**config.mk**
```make
export PLATFORM = sky130hd
export DESIGN_NAME = frame_crc
export DESIGN_NICKNAME = d
export VERILOG_FILES = /design/src/common/line_code_pkg.sv /design/src/rtl/frame_crc.sv
export SDC_FILE = /design/constraint.sdc
export NUM_CORES = 1
export LEC_CHECK = 0
export ABC_AREA = 1
export BUFFER_PORTS_ARGS = -buffer_cell sky130_fd_sc_hd__buf_2
export CAP_MARGIN = 30
export CORE_MARGIN = 2
export CORE_UTILIZATION = 48
export CTS_CLUSTER_DIAMETER = 150
export CTS_CLUSTER_SIZE = 30
export DETAILED_ROUTE_END_ITERATION = 8
export PLACE_DENSITY_LB_ADDON = 0.12
export SLEW_MARGIN = 20
export SYNTH_ARGS = -nofsm -noshare
export SYNTH_HDL_FRONTEND = slang
export SYNTH_SLANG_ARGS = --single-unit
export TNS_END_PERCENT = 30
```
**constraint.sdc**
```tcl
create_clock -name clk -period 1.3 [get_ports clk]
set_input_delay 0.195 -clock clk [delete_from_list [all_inputs] [get_ports clk]]
set_output_delay 0.195 -clock clk [all_outputs]
set_load 0.05 [all_outputs]
```
**src/common/line_code_pkg.sv**
```systemverilog
`default_nettype none

package line_code_pkg;

	// 8-bit payload byte
	typedef logic [7:0] byte_t;

	// Input character, ctrl set for K codes
	typedef struct packed {
		logic  ctrl;
		byte_t data;
	} char_t;

	// Encoded symbol, bit 0 is "a", bits 9:6 hold the 4b part as j h g f
	typedef logic [9:0] symbol_t;

	// Running disparity, 0 is negative
	typedef logic disp_t;

	typedef logic [31:0] crc_t;

	// Framing characters
	localparam char_t K28_1 = 9'h13C;
	localparam char_t K23_7 = 9'h1F7;
	localparam char_t K28_5 = 9'h1BC;

	// In-band control characters
	localparam char_t K28_0 = 9'h11C;
	localparam char_t K28_2 = 9'h15C;
	localparam char_t K28_3 = 9'h17C;
	localparam char_t K28_4 = 9'h19C;
	localparam char_t K28_6 = 9'h1DC;
	localparam char_t K28_7 = 9'h1FC;
	localparam char_t K27_7 = 9'h1FB;
	localparam char_t K29_7 = 9'h1FD;
	localparam char_t K30_7 = 9'h1FE;

	// CRC-32, reflected form of 0x04C11DB7
	localparam crc_t CRC_INIT      = 32'hFFFF_FFFF;
	localparam crc_t CRC_POLY_REFL = 32'hEDB8_8320;
	localparam crc_t CRC_XOR_OUT   = 32'hFFFF_FFFF;

	// CRC bytes sent after K23.7, lowest byte first
	localparam int CRC_BYTES = 4;

endpackage

`default_nettype wire

```
**src/rtl/frame_crc.sv**
```systemverilog
`timescale 1ns/100ps
`default_nettype none

module frame_crc import line_code_pkg::*; (
	input  logic  clk,
	input  logic  reset,
	input  logic  clear,
	input  logic  push,
	input  byte_t data,
	output crc_t  crc_value
);

	crc_t crc_reg;

	// One byte through the reflected register, LSB first
	function automatic crc_t crc_fold(input crc_t crc, input byte_t value);
		crc_t c;
		c = crc ^ {24'd0, value};
		for (int i = 0; i < 8; i++) begin
			if (c[0])
				c = (c >> 1) ^ CRC_POLY_REFL;
			else
				c = c >> 1;
		end
		return c;
	endfunction

	always_ff @(posedge clk) begin
		if (reset) begin
			crc_reg <= CRC_INIT;
		end else if (clear) begin
			crc_reg <= CRC_INIT;
		end else if (push) begin
			crc_reg <= crc_fold(crc_reg, data);
		end
	end

	// Finished value, ready to send
	assign crc_value = crc_reg ^ CRC_XOR_OUT;

endmodule

`default_nettype wire

```
* Word level (Yosys, flattened, before mapping)
Cells that the tools add are included.
** Cells by class
- Mux-type cells :: 29
- Bitwise logic cells :: 10
- Reduce and logical (&&, ||, !) cells :: 1
** Operator list (number)
- two-way mux 32 bit :: 29
- inverter 13 -> 14 bit :: 8
- inverter 32 bit :: 1
- bitwise XOR 32 x 8 -> 32 bit :: 1
- OR reduction 2 bit :: 1
** Word-level totals
- Bits in registers :: 32
- Word-level logic and storage cells :: 41

* Logic depth before layout (Yosys ltp)
- Word-level depth :: 38
- Mapped depth :: 12

* Worst setup path after synthesis
Ideal clock, no wire load.
- Kind :: register to register
- Start point :: register crc_reg[1]
- End point :: register crc_reg[24]
- Setup time :: 0.115 ns
- Data arrival time :: 1.332 ns
- Path slack :: -0.147 ns
- Cell stages (with the launch flop) :: 10
- Path buffers :: 0
- Period minus slack after synthesis :: 1.447 ns
- Cells stage by stage :: dfxtp_1 > inv_2 > nand2_1 > nand2_4 > nand2_1 > nand2_2 > xor2_1 > nand3_1 > nand3_1 > nand2_1
** On the way
- Longest elaborated chain between the ends :: 34
** RTL lines
- start: declaration :: line frame_crc.sv:13 : crc_t crc_reg;
- start signal: assignment :: line frame_crc.sv:34 : crc_reg <= crc_fold(crc_reg, data);
- bitwise XOR 32 x 8 -> 32 bit (*) :: line frame_crc.sv:18 : c = crc ^ {24'd0, value};
- two-way mux 32 bit (*) :: line frame_crc.sv:20 : if (c[0])
- two-way mux 32 bit (*) :: line frame_crc.sv:33 : end else if (push) begin
- two-way mux 32 bit (*) :: line frame_crc.sv:31 : end else if (clear) begin
- two-way mux 32 bit (*) :: line frame_crc.sv:29 : if (reset) begin
- two-way mux 32 bit (*) :: line frame_crc.sv:20
- two-way mux 32 bit (*) :: line frame_crc.sv:33
- two-way mux 32 bit (*) :: line frame_crc.sv:31
- [... 18 more ...]
- two-way mux 32 bit (*) :: line frame_crc.sv:31
- two-way mux 32 bit (*) :: line frame_crc.sv:29
- two-way mux 32 bit (*) :: line frame_crc.sv:20
- two-way mux 32 bit (*) :: line frame_crc.sv:33
- two-way mux 32 bit (*) :: line frame_crc.sv:31
- two-way mux 32 bit (*) :: line frame_crc.sv:29
- inverter 13 -> 14 bit (no source line)
- two-way mux 32 bit (*) :: line frame_crc.sv:20
Mark *: on every way between the ends. The rest lies on a longest branch, timed or not. The select of a mux whose other input is x is not followed.
A chain may end at the register's enable or synchronous reset.

* Final worst setup path
- Start point :: register crc_reg[2]
- End point :: register crc_reg[3]
** On the way
- Longest elaborated chain between the ends :: 31
** RTL lines (line)
- bitwise XOR 32 x 8 -> 32 bit (*) :: frame_crc.sv:18
- two-way mux 32 bit (*) :: frame_crc.sv:20
- two-way mux 32 bit (*) :: frame_crc.sv:33
- two-way mux 32 bit (*) :: frame_crc.sv:31
- two-way mux 32 bit (*) :: frame_crc.sv:29
- two-way mux 32 bit (*) :: frame_crc.sv:20
- two-way mux 32 bit (*) :: frame_crc.sv:33
- two-way mux 32 bit (*) :: frame_crc.sv:31
- [... 15 more ...]
- two-way mux 32 bit (*) :: frame_crc.sv:33
- two-way mux 32 bit (*) :: frame_crc.sv:31
- two-way mux 32 bit (*) :: frame_crc.sv:29
- two-way mux 32 bit (*) :: frame_crc.sv:20
- two-way mux 32 bit (*) :: frame_crc.sv:33
- two-way mux 32 bit (*) :: frame_crc.sv:31
- two-way mux 32 bit (*) :: frame_crc.sv:29
- two-way mux 32 bit (*) :: frame_crc.sv:20
Marked as above.

==> impl_metrics.json <==
{
  "ctsHtreeMaxLevel": 2,
  "wl_per_cell_um": 14.4,
  "fmax_ghz": 0.731,
  "status": "finished with violations",
  "synth_common_cells": "126 x nand2_1, 39 x inv_1, 32 x dfxtp_1, 32 x nand3_1, 28 x a21oi_1",
  "core_area_mm2": 0.00475,
  "synth_seq_cells": 32,
  "numCtsBuffers": 5,
  "required_ns": 1.51,
  "nets": 474,
  "cts_sinks": 32,
  "end_kind": "flip-flop",
  "crit_chain": "inv_6, nand2_2, nand2_4, buf_4, xor2_2, a21oi_1, o21ai_1, o211ai_1",
  "chipHeight_um": 74.4,
  "vias": 2729,
  "overflow": 0,
  "netlist_instances": 374,
  "seqPwrFrac_pct": 27.4,
  "rr_startpoint": "crc_reg[2]$_SDFFE_PP1P_",
  "drv_cap": 0,
  "maxSlewViolCount": 0,
  "insertion_delay_ns": 0.29,
  "ios": 44,
  "synthesis.nets": 386,
  "globalplace.congestion": 0.932,
  "syn_to_final_growth_pct": 57.0,
  "rsz0062_at_grt": "yes",
  "p_int_uw": 2390,
  "ys_types": 27,
  "synth_top_area_share_pct": 27.0,
  "fin_crit_sh_pct": 105,
  "largest_reg_flops": 32,
  "start_util_pct": 50.0,
  "crit_arrival_ns": 1.57,
  "drive_gt1_share_pct": 46.4,
  "p_clk_share_pct": 27.2,
  "synth_top_cell_by_area": "dfxtp_1",
  "finalSetupViolations": 15,
  "diodes": 0,
  "p_comb_share_pct": 45.3,
  "crit_fanout": 4,
  "slew_headroom_pct": 79.9,
  "post-synth-top-count-cell": "nand2_1",
  "synth_area_mm2": 0.00238,
  "place_ws_ns": -0.108,
  "hold_start": "reset",
  "criticalPathCategory": "reg -> reg",
  "powerDensity_mw_per_mm2": 1070,
  "leakage_uw": 0.00201,
  "seq_area_frac_synth_pct": 27.0,
  "portBuffers": 43,
  "num_rows": 25,
  "avgViaCountPerCell": 5.15,
  "first_pass_iters": 5,
  "ir_drop_mv": 0.715,
  "fill_cells": 345,
  "routed_wl_mm": 7.64,
  "grt_pass1_vias": 2407,
  "grt_usage_pct": 26.2,
  "synth_top_cells_by_area": "dfxtp_1 27%, nand2_1 20%, nand3_1 6.7%, xor2_1 6.6%, inv_1 6.2%",
  "synth.avg_cell_area_um2": 6.35,
  "path_clk_slew_ns": 0.07,
  "drt-initial-drc-count": 178,
  "drc": 0,
  "violations": "setup timing",
  "setup.worst_path.start": "crc_reg[2]$_SDFFE_PP1P_",
  "async_flop_share_pct": 0,
  "cpPeakStageDelay_ns": 0.38,
  "worstMarginPinSlew_ns": 0.302,
  "p_sw_uw": 1590,
  "grt_pass1_wl_mm": 11.0,
  "timing_hold_violations_final": 0,
  "hold_class": "in -> reg",
  "cts_root_buffer": "clkbuf_8",
  "clockBufferDepth": 2,
  "final.setup.worst_slack_ns": -0.0676,
  "cpLargestDelayFamily": "compound AO/OA/AOI/OAI gates",
  "die_w_um": 74.4,
  "die_area_mm2": 0.00553,
  "antenna_left": 0,
  "synth_flop_cell": "dfxtp_1",
  "tns_ns": -0.405,
  "critPathBufInv": 2,
  "crit_path_start_kind": "flip-flop",
  "fin_crit_ns": 1.37,
  "cts_hold_buf": 0,
  "grt_max_degree": 25,
  "synth_edf_count": 0,
  "postLayoutCoreUtil_pct": 78.5,
  "swShare_pct": 39.9,
  "grt_antenna_before_repair": 0,
  "crit_slowest_cell": "dfxtp_4",
  "hpwl_mm": 4.77,
  "yosysWarnings": 0,
  "cts_tree": "done",
  "finalClockSkew_ns": 0.0116
}
[per-layer routing]
metal	global-route usage [%]	vias to the layer above	share of wire, %
met1	33.5	1284	41
met5	0	-	0
met2	44.7	81	51
met3	4.07	14	5.3
li1	-	1350	-
met4	9.92	0	2.1
[worst reg2reg max path, cell delays in order, from the launching register on]
cell and delay [ns]:
dfxtp_4 0.38, inv_6 0.04, nand2_2 0.07, nand2_4 0.08
buf_4 0.16, xor2_2 0.15, a21oi_1 0.20, o21ai_1 0.10
o211ai_1 0.10
[layout make-up]
type	count	area, um^2	area share [%]
clock buffers	7	96.3	2.58
flip-flops and latches	32	671	18.0
multi-input cells	283	2030	54.3
repair buffers	90	598	16.0
well taps	67	83.8	2.25
inverters	50	225	6.04
clock inverters	1	30.0	0.805
[stage by stage]
step           total power, uW  std cells  hold WS [ns]  cell area [um^2]
2_1_floorplan             2090        374         0.338              2420
3_3_place_gp              2460        509         0.450              2930
3_5_place_dp              2470        509         0.462              2930
4_1_cts                   3700        525         0.289              3370
5_1_grt                   4160        530         0.305              3730
6_report                  3980        530         0.294              3730
[placed cells by master, fill, tap and decap left out, drive strengths merged, types with 2 or more instances in the layout]
master  Yosys  final
a21oi      28     28
inv        49     49
o21ai      17     17
xor2       20     20
nor2       12     12
o211ai      7      7
buf         3     90
nand4       2      2
clkbuf      6      7
dfxtp      32     32
nand2     152    152
nand3      34     34
xnor2       8      8
[kinds of logic after synthesis]
group,Yosys count,synth area share (%)
compound gates,53,12.1
xor+xnor,28,11.9
buf+inv,59,9.85
flops,32,27.0
simple gates,202,39.2
[what timing repair did]
item,CTS,global route
resized for setup,55,69
hold endpoints to repair,0,0
setup buffers,8,5
endpoints found under the setup margin,23,26
pin swaps,20,34
[path summary, 6_finish.rpt]
kind / slack, ns / depth (start not counted) / endpoint
max reg2reg: -0.07 / 8 / crc_reg[3]$_SDFFE_PP1P_
max: -0.07 / 8 / crc_reg[3]$_SDFFE_PP1P_
min: 0.29 / 4 / crc_reg[11]$_SDFFE_PP1P_
min reg2reg: 0.48 / 2 / crc_reg[24]$_SDFFE_PP1P_
[power groups by stage]
stage | combinational, uW | clock [uW] | sequential (uW)
after CTS | 1530 | 1080 | 1090
after global placement | 1350 | 0 | 1110
after floorplan | 983 | 0 | 1100
after global routing | 1940 | 1130 | 1100
after detailed placement | 1360 | 0 | 1110
final | 1800 | 1080 | 1090
Note: power is estimated with default switching activity, not from simulation.
