$ cat config.mk
export PLATFORM = sky130hd
export DESIGN_NAME = frame_sequencer
export DESIGN_NICKNAME = d
export VERILOG_FILES = /design/src/common/line_code_pkg.sv /design/src/rtl/frame_sequencer.sv
export SDC_FILE = /design/constraint.sdc
export NUM_CORES = 1
export LEC_CHECK = 0
export BUFFER_PORTS_ARGS = -buffer_cell sky130_fd_sc_hd__buf_4
export CELL_PAD_IN_SITES_DETAIL_PLACEMENT = 1
export CELL_PAD_IN_SITES_GLOBAL_PLACEMENT = 1
export CORE_ASPECT_RATIO = 2
export CORE_MARGIN = 8
export CORE_UTILIZATION = 30
export DETAILED_ROUTE_END_ITERATION = 10
export GPL_TIMING_DRIVEN = 0
export PLACE_DENSITY = 0.9
export SYNTH_ARGS = -nofsm -noshare
export SYNTH_HDL_FRONTEND = slang
export SYNTH_SLANG_ARGS = --single-unit
$ cat constraint.sdc
create_clock -name clk -period 2 [get_ports clk]
set_input_delay 0.4 -clock clk [delete_from_list [all_inputs] [get_ports clk]]
set_output_delay 0.4 -clock clk [all_outputs]
set_load 0.02 [all_outputs]
$ cat src/common/line_code_pkg.sv
`default_nettype none

package line_code_pkg;

	// 8-bit payload byte
	typedef logic [7:0] byte_t;

	// Input character, ctrl set for K codes
	typedef struct packed {
		logic  ctrl;
		byte_t data;
	} char_t;

	// Encoded symbol, bit 0 is "a", bits 9:6 hold the 4b part as j h g f
	typedef logic [9:0] symbol_t;

	// Running disparity, 0 is negative
	typedef logic disp_t;

	typedef logic [31:0] crc_t;

	// Framing characters
	localparam char_t K28_1 = 9'h13C;
	localparam char_t K23_7 = 9'h1F7;
	localparam char_t K28_5 = 9'h1BC;

	// In-band control characters
	localparam char_t K28_0 = 9'h11C;
	localparam char_t K28_2 = 9'h15C;
	localparam char_t K28_3 = 9'h17C;
	localparam char_t K28_4 = 9'h19C;
	localparam char_t K28_6 = 9'h1DC;
	localparam char_t K28_7 = 9'h1FC;
	localparam char_t K27_7 = 9'h1FB;
	localparam char_t K29_7 = 9'h1FD;
	localparam char_t K30_7 = 9'h1FE;

	// CRC-32, reflected form of 0x04C11DB7
	localparam crc_t CRC_INIT      = 32'hFFFF_FFFF;
	localparam crc_t CRC_POLY_REFL = 32'hEDB8_8320;
	localparam crc_t CRC_XOR_OUT   = 32'hFFFF_FFFF;

	// CRC bytes sent after K23.7, lowest byte first
	localparam int CRC_BYTES = 4;

endpackage

`default_nettype wire

$ cat src/rtl/frame_sequencer.sv
`timescale 1ns/100ps
`default_nettype none

module frame_sequencer import line_code_pkg::*; #(
	parameter int SYNC_COUNT = 4
) (
	input  logic    clk,
	input  logic    reset,
	input  logic    pushin,
	input  logic    startin,
	input  char_t   datain,
	input  symbol_t enc_symbol,
	input  disp_t   enc_disp_next,
	input  logic    enc_known,
	input  crc_t    crc_value,
	output char_t   enc_char,
	output disp_t   enc_disp,
	output logic    crc_clear,
	output logic    crc_push,
	output logic    pushout,
	output logic    startout,
	output symbol_t dataout
);

	localparam int SYNC_W = $clog2(SYNC_COUNT);
	localparam int CRC_W = $clog2(CRC_BYTES);

	typedef enum logic [2:0] {
		ST_IDLE,
		ST_SYNC,
		ST_BODY,
		ST_CRC,
		ST_CLOSE
	} state_t;

	state_t           state;
	state_t           state_next;
	logic [SYNC_W-1:0] sync_cnt;
	logic [SYNC_W-1:0] sync_cnt_next;
	logic [CRC_W-1:0]  crc_cnt;
	logic [CRC_W-1:0]  crc_cnt_next;
	disp_t            disp;
	logic             emit;
	logic             emit_start;
	logic             in_band;

	assign enc_disp = disp;

	// Sync and close characters are not accepted inside the body
	assign in_band = datain.ctrl && enc_known && (datain != K28_1) && (datain != K28_5);

	always_comb begin
		state_next = state;
		sync_cnt_next = sync_cnt;
		crc_cnt_next = crc_cnt;
		enc_char = datain;
		emit = 1'b0;
		emit_start = 1'b0;
		crc_clear = 1'b0;
		crc_push = 1'b0;

		case (state)
			ST_IDLE: begin
				if (pushin && startin && datain == K28_1) begin
					emit = 1'b1;
					emit_start = 1'b1;
					crc_clear = 1'b1;
					sync_cnt_next = SYNC_W'(1);
					state_next = ST_SYNC;
				end
			end
			ST_SYNC: begin
				if (pushin) begin
					if (datain == K28_1) begin
						emit = 1'b1;
						if (sync_cnt == SYNC_W'(SYNC_COUNT - 1))
							state_next = ST_BODY;
						else
							sync_cnt_next = sync_cnt + 1'b1;
					end else begin
						// Broken sync, drop the frame silently
						state_next = ST_IDLE;
					end
				end
			end
			ST_BODY: begin
				if (pushin) begin
					if (!datain.ctrl) begin
						emit = 1'b1;
						crc_push = 1'b1;
					end else if (datain == K23_7) begin
						emit = 1'b1;
						crc_cnt_next = '0;
						state_next = ST_CRC;
					end else if (in_band) begin
						emit = 1'b1;
					end
				end
			end
			ST_CRC: begin
				// CRC bytes go out as ordinary data, lowest first
				enc_char = '{ctrl: 1'b0, data: crc_value[{crc_cnt, 3'b000} +: 8]};
				emit = 1'b1;
				if (crc_cnt == CRC_W'(CRC_BYTES - 1)) begin
					crc_cnt_next = '0;
					state_next = ST_CLOSE;
				end else begin
					crc_cnt_next = crc_cnt + 1'b1;
				end
			end
			ST_CLOSE: begin
				enc_char = K28_5;
				emit = 1'b1;
				state_next = ST_IDLE;
			end
			default: state_next = ST_IDLE;
		endcase
	end

	always_ff @(posedge clk) begin
		if (reset) begin
			state <= ST_IDLE;
			sync_cnt <= '0;
			crc_cnt <= '0;
			disp <= 1'b0;
			pushout <= 1'b0;
			startout <= 1'b0;
			dataout <= '0;
		end else begin
			state <= state_next;
			sync_cnt <= sync_cnt_next;
			crc_cnt <= crc_cnt_next;
			pushout <= emit;
			startout <= emit_start;
			// Disparity moves only with a symbol on the line
			if (emit) begin
				dataout <= enc_symbol;
				disp <= enc_disp_next;
			end
		end
	end

endmodule

`default_nettype wire

**Word level (Yosys, flattened, before mapping)**

Index checks and enable logic that the tools add are counted.

- Word-level logic and storage cells: 73
- Bits in registers: 20
- Output and inout bits: 24
- Bits in writable memories: 0
- Memories: 0
- Memory bits (read-only): 0
- Latch bits: 0
- Input bits: 57

- Add/sub/neg operators: 2
- Shift-type cells: 1
- Multiply operators: 0
- Order comparisons: 0
- Bitwise gates (word level): 0
- Reduce and logical (&&, ||, !) cells: 12
- Eq/ne operators: 19
- Divide/modulo/power cells: 0
- Multiplexer cells: 32

Operator list:

| kind | number |
|---|---|
| $shiftx 32x6->8 | 1 |
| $mux 3 | 8 |
| $eq 9x9->1 const B | 2 |
| $ne 9x9->1 const B | 2 |
| $pmux 9 s2 | 1 |
| $mux 2 | 8 |
| $ne 2x2->1 const B | 8 |
| $pmux 3 s4 | 1 |
| $mux 1 | 11 |
| $pmux 2 s2 | 2 |
| $reduce_and 7->1 | 1 |
| $eq 3x2->1 const B | 2 |
| $logic_and 1x1->1 | 5 |
| $reduce_and 5->1 | 1 |
| $add 2x1->2 const B | 2 |
| $eq 2x2->1 const B | 2 |
| $pmux 1 s4 | 1 |
| $reduce_and 4->1 | 1 |
| $reduce_bool 2->1 | 2 |
| $eq 3x1->1 const B | 1 |
| $eq 3x3->1 const B | 1 |
| $logic_not 3->1 | 1 |
| $ne 3x3->1 const B | 1 |
| $reduce_or 2->1 | 1 |

**Depth between registers and ports, before layout**

- Depth in word-level cells: 8
- Mapped depth: 7
- Mapped depth without buffers: 6

**Worst setup path after synthesis**

Ideal clock, no wire load.

- Path type: input to output
- Start point: in datain[6] in the netlist's numbering
- End point: out crc_clear
- Path slack: 35 ps
- Required time: 1600 ps
- Cell stages on the path: 3
- Data arrival time: 1565 ps
- Cells stage by stage: nor4b_4 nand4_1 nor4_1

- Word-level cells in the longest chain between the ends: 4

RTL lines:

| element | line | text |
|---|---|---|
| from (decl) | frame_sequencer.sv:11 | `input char_t datain,` |
| $eq 9x9->1 | frame_sequencer.sv:64 | `if (pushin && startin && datain == K28_1) begin` |
| $logic_and 1x1->1 | frame_sequencer.sv:64 |  |
| $mux 1 | frame_sequencer.sv:64 |  |
| $mux 1 | frame_sequencer.sv:62 | `case (state)` |
| to (decl) | frame_sequencer.sv:18 | `output logic crc_clear,` |

No other way between the ends.

==> results.md <==
* Status: completed
* Crit-path leading delay family: multiplexers
* Routed via count at 1627
* CP bufs+invs at 2
* Crit path DAT at 1.58 ns
* CTS buffer count at 3
* Global route total overflow at 0
* Core Region at 0.00455 mm2
* Slew headroom at 0.680
* Synth area leader: dfxtp_1
* Worst hold path depth at 2
* Post-synthesis net count at 223
* Top post-synthesis cells by count: nand2_1, dfxtp_1, nor2_1
* Maximum vdd ir drop at 575 uV
* Iteration-0 DRC count of the detailed router at 42
* Final worst-path cycle share at 0.989
* Post-synth EDFFs at 0
* Pwr/cell area at 389 mW/mm2
* First-pass GRT wire length at 8800 um
* Synth top area share at 0.286
* Placed Area at 0.00207 mm2
* Reg2Reg Depth at 7
* Most frequently used cell type in the post-synthesis netlist: nand2_1
* RSZ-0062 raised after global routing: yes
* Critical path depth at 5
* Fraction of registers with async set/reset at 0
* Top Layer Used: met4
* Worst-Skew Late Latency at 0.26 ns
* Yosys cell types at 40
* Hold buffer count at CTS at 0
* Routability Congestion at 0.839
* Chip Width at 64.3 um
* Worst Slack Setup Final at 0.0214 ns
* Placed insts at 299
* Final Max Slew Viols at 0
* Synth warn at 0
* Area grow syn2layout at 66.1%
* Initial DRT Pass Iterations at 4
* Rows at 35
* Initial Util at 0.308
* Die area at 0.00725 mm2
* Die H at 113 um
* HP Class: primary input to flip-flop
* Post-route DRC at 0
* Synth Register Bits at 20
* Sequential area share after synthesis at 0.286
* Routed len/inst at 18.3 um
* Ys flop type: dfxtp_1
* Syn avg cell area at 8.54 um2
* Wl on met1 at 1870 um
* LEAKAGE at 0.00103 uW
* Top cells by area, synth: dfxtp_1, mux4_2, nand2_1
* Final Cell Area at 0.00233 mm2
* Clock buffer depth at 2
* Max FO, Critical Path at 4
* Setup-failing EPs final at 0
* Clk_skew at 0.00748 ns
* Worst hold slack at 0.347 ns
* DRT antenna net count at 0
* CP Capture Type: primary output
* Share of layout cells above drive strength 1 at 0.539
* Slew @ Worst Pin at 0.476 ns
* Port-buffer cells at 80
* Initial antenna violation count at 0
* Clock root buffer: clkbuf_8
* Max stage delay cell, worst path: mux4_2
* Layout Cells excl Fill at 311
* WL met3 at 142 um
* Post-Syn Area at 0.00140 mm2
* All-Layer GR Usage at 0.151
* Cell Chain, Critical Path: buf_6, mux4_2, nor2_2, nor3_1, buf_4
* CTS sink cnt at 20
* Placement-stage worst setup slack at -0.139 ns
* TritonCTS clock tree: yes
* Detailed placement HPWL at 4620 um
* Largest net degree at the start of global routing at 12
* CP Class: flip-flop to primary output
* ANT cells at 0
* Vias per cell at 5.23
* Fmax at 505 MHz
* CP required at 1.60 ns
* Cells after Synth at 164
* WL met2 at 3490 um
* CP max stage delay at 0.50 ns
* Clk slew on worst S/H paths at 0.07 ns
* Type of origin of the critical path: flip-flop
* Nets at 316
* Total Routed Length at 5700 um
* Max_cap viols at 0
* Core Util, Final at 0.511
* Number of global-route vias before repair at 1801
* Io pins at 81
* H-tree depth at 1
* Post-route minimum period at 1.98 ns
* Hold Violations, Final at 0
cells by family (layout without fill, tap and decap cells):
group           after synthesis  after routing  share of synthesized area
simple gates                 81             81                      0.290
flops                        20             20                      0.286
buf+inv                      15            107                     0.0661
fa+ha+maj                     2              2                     0.0179
compound gates               27             27                      0.133
mux                          19             19                      0.207
stage by stage:
stage / TNS (ns) / total power, uW
after detailed placement: -0.139 / 594
after floorplan: 0 / 471
after CTS: -0.0384 / 906
final: 0 / 905
after global routing: -0.214 / 945
after global placement: -0.113 / 590
report_power, final:
| part | internal, uW | leakage, uW | switching [uW] |
|---|---|---|---|
| clock network | 176 | 0.0000288 | 134 |
| logic | 117 | 0.000835 | 82.3 |
| registers | 396 | 0.000163 | 0.290 |
placed cells by master (no fill, tap or decap), types with 8 or more instances in the layout:
cell type,netlist,final
nand3_2,1,11
dfxtp_1,20,18
mux2i_1,11,11
mux4_2,8,8
buf_4,0,82
buf_6,3,11
nand2_1,32,31
o21ai_0,9,9
nor2_1,13,9
cell type report:
cell class | count | area, um2
buffer | 11 | 97.6
clock buffer | 4 | 55.1
fill | 582 | 2230
inverter | 4 | 15.0
multi-input combinational | 129 | 996
sequential | 20 | 408
tap | 55 | 68.8
timing repair buffer | 88 | 687
final timing paths:
| kind | from | end | slack (ns) |
|---|---|---|---|
| max | crc_cnt[0] | enc_char[6] | 0.02 |
| min | reset | state[0] | 0.35 |
| max reg2reg | state[1] | dataout[7] | 0.30 |
| min reg2reg | dataout[9] | dataout[9] | 0.46 |
sequential cells by signal, indices dropped and copies added (netlist names):
| register | count |
|---|---|
| enc_disp | 1 |
| dataout | 10 |
| sync_cnt | 2 |
| pushout | 1 |
| startout | 1 |
| crc_cnt | 2 |
| state | 3 |
worst register-to-register path: stages, from the launching register on:
cell and delay, ns:
dfxtp_4 0.36, buf_4 0.15, nor2_1 0.18, o21ai_0 0.17
nor2_1 0.15, o22a_2 0.20, buf_6 0.19, mux2i_1 0.23
routing by layer:
metal,GRT usage,up-vias
met1,0.136,782
met2,0.311,48
met5,0,-
li1,-,781
met3,0.0179,16
met4,0.0630,0
repair_timing:
item | CTS | global route
setup buffers | 1 | 6
resized for setup | 21 | 17
setup endpoints to repair | 9 | 9
pin swaps | 1 | 6
cloned | 1 | 0
Note: power is estimated with default switching activity, not from simulation.
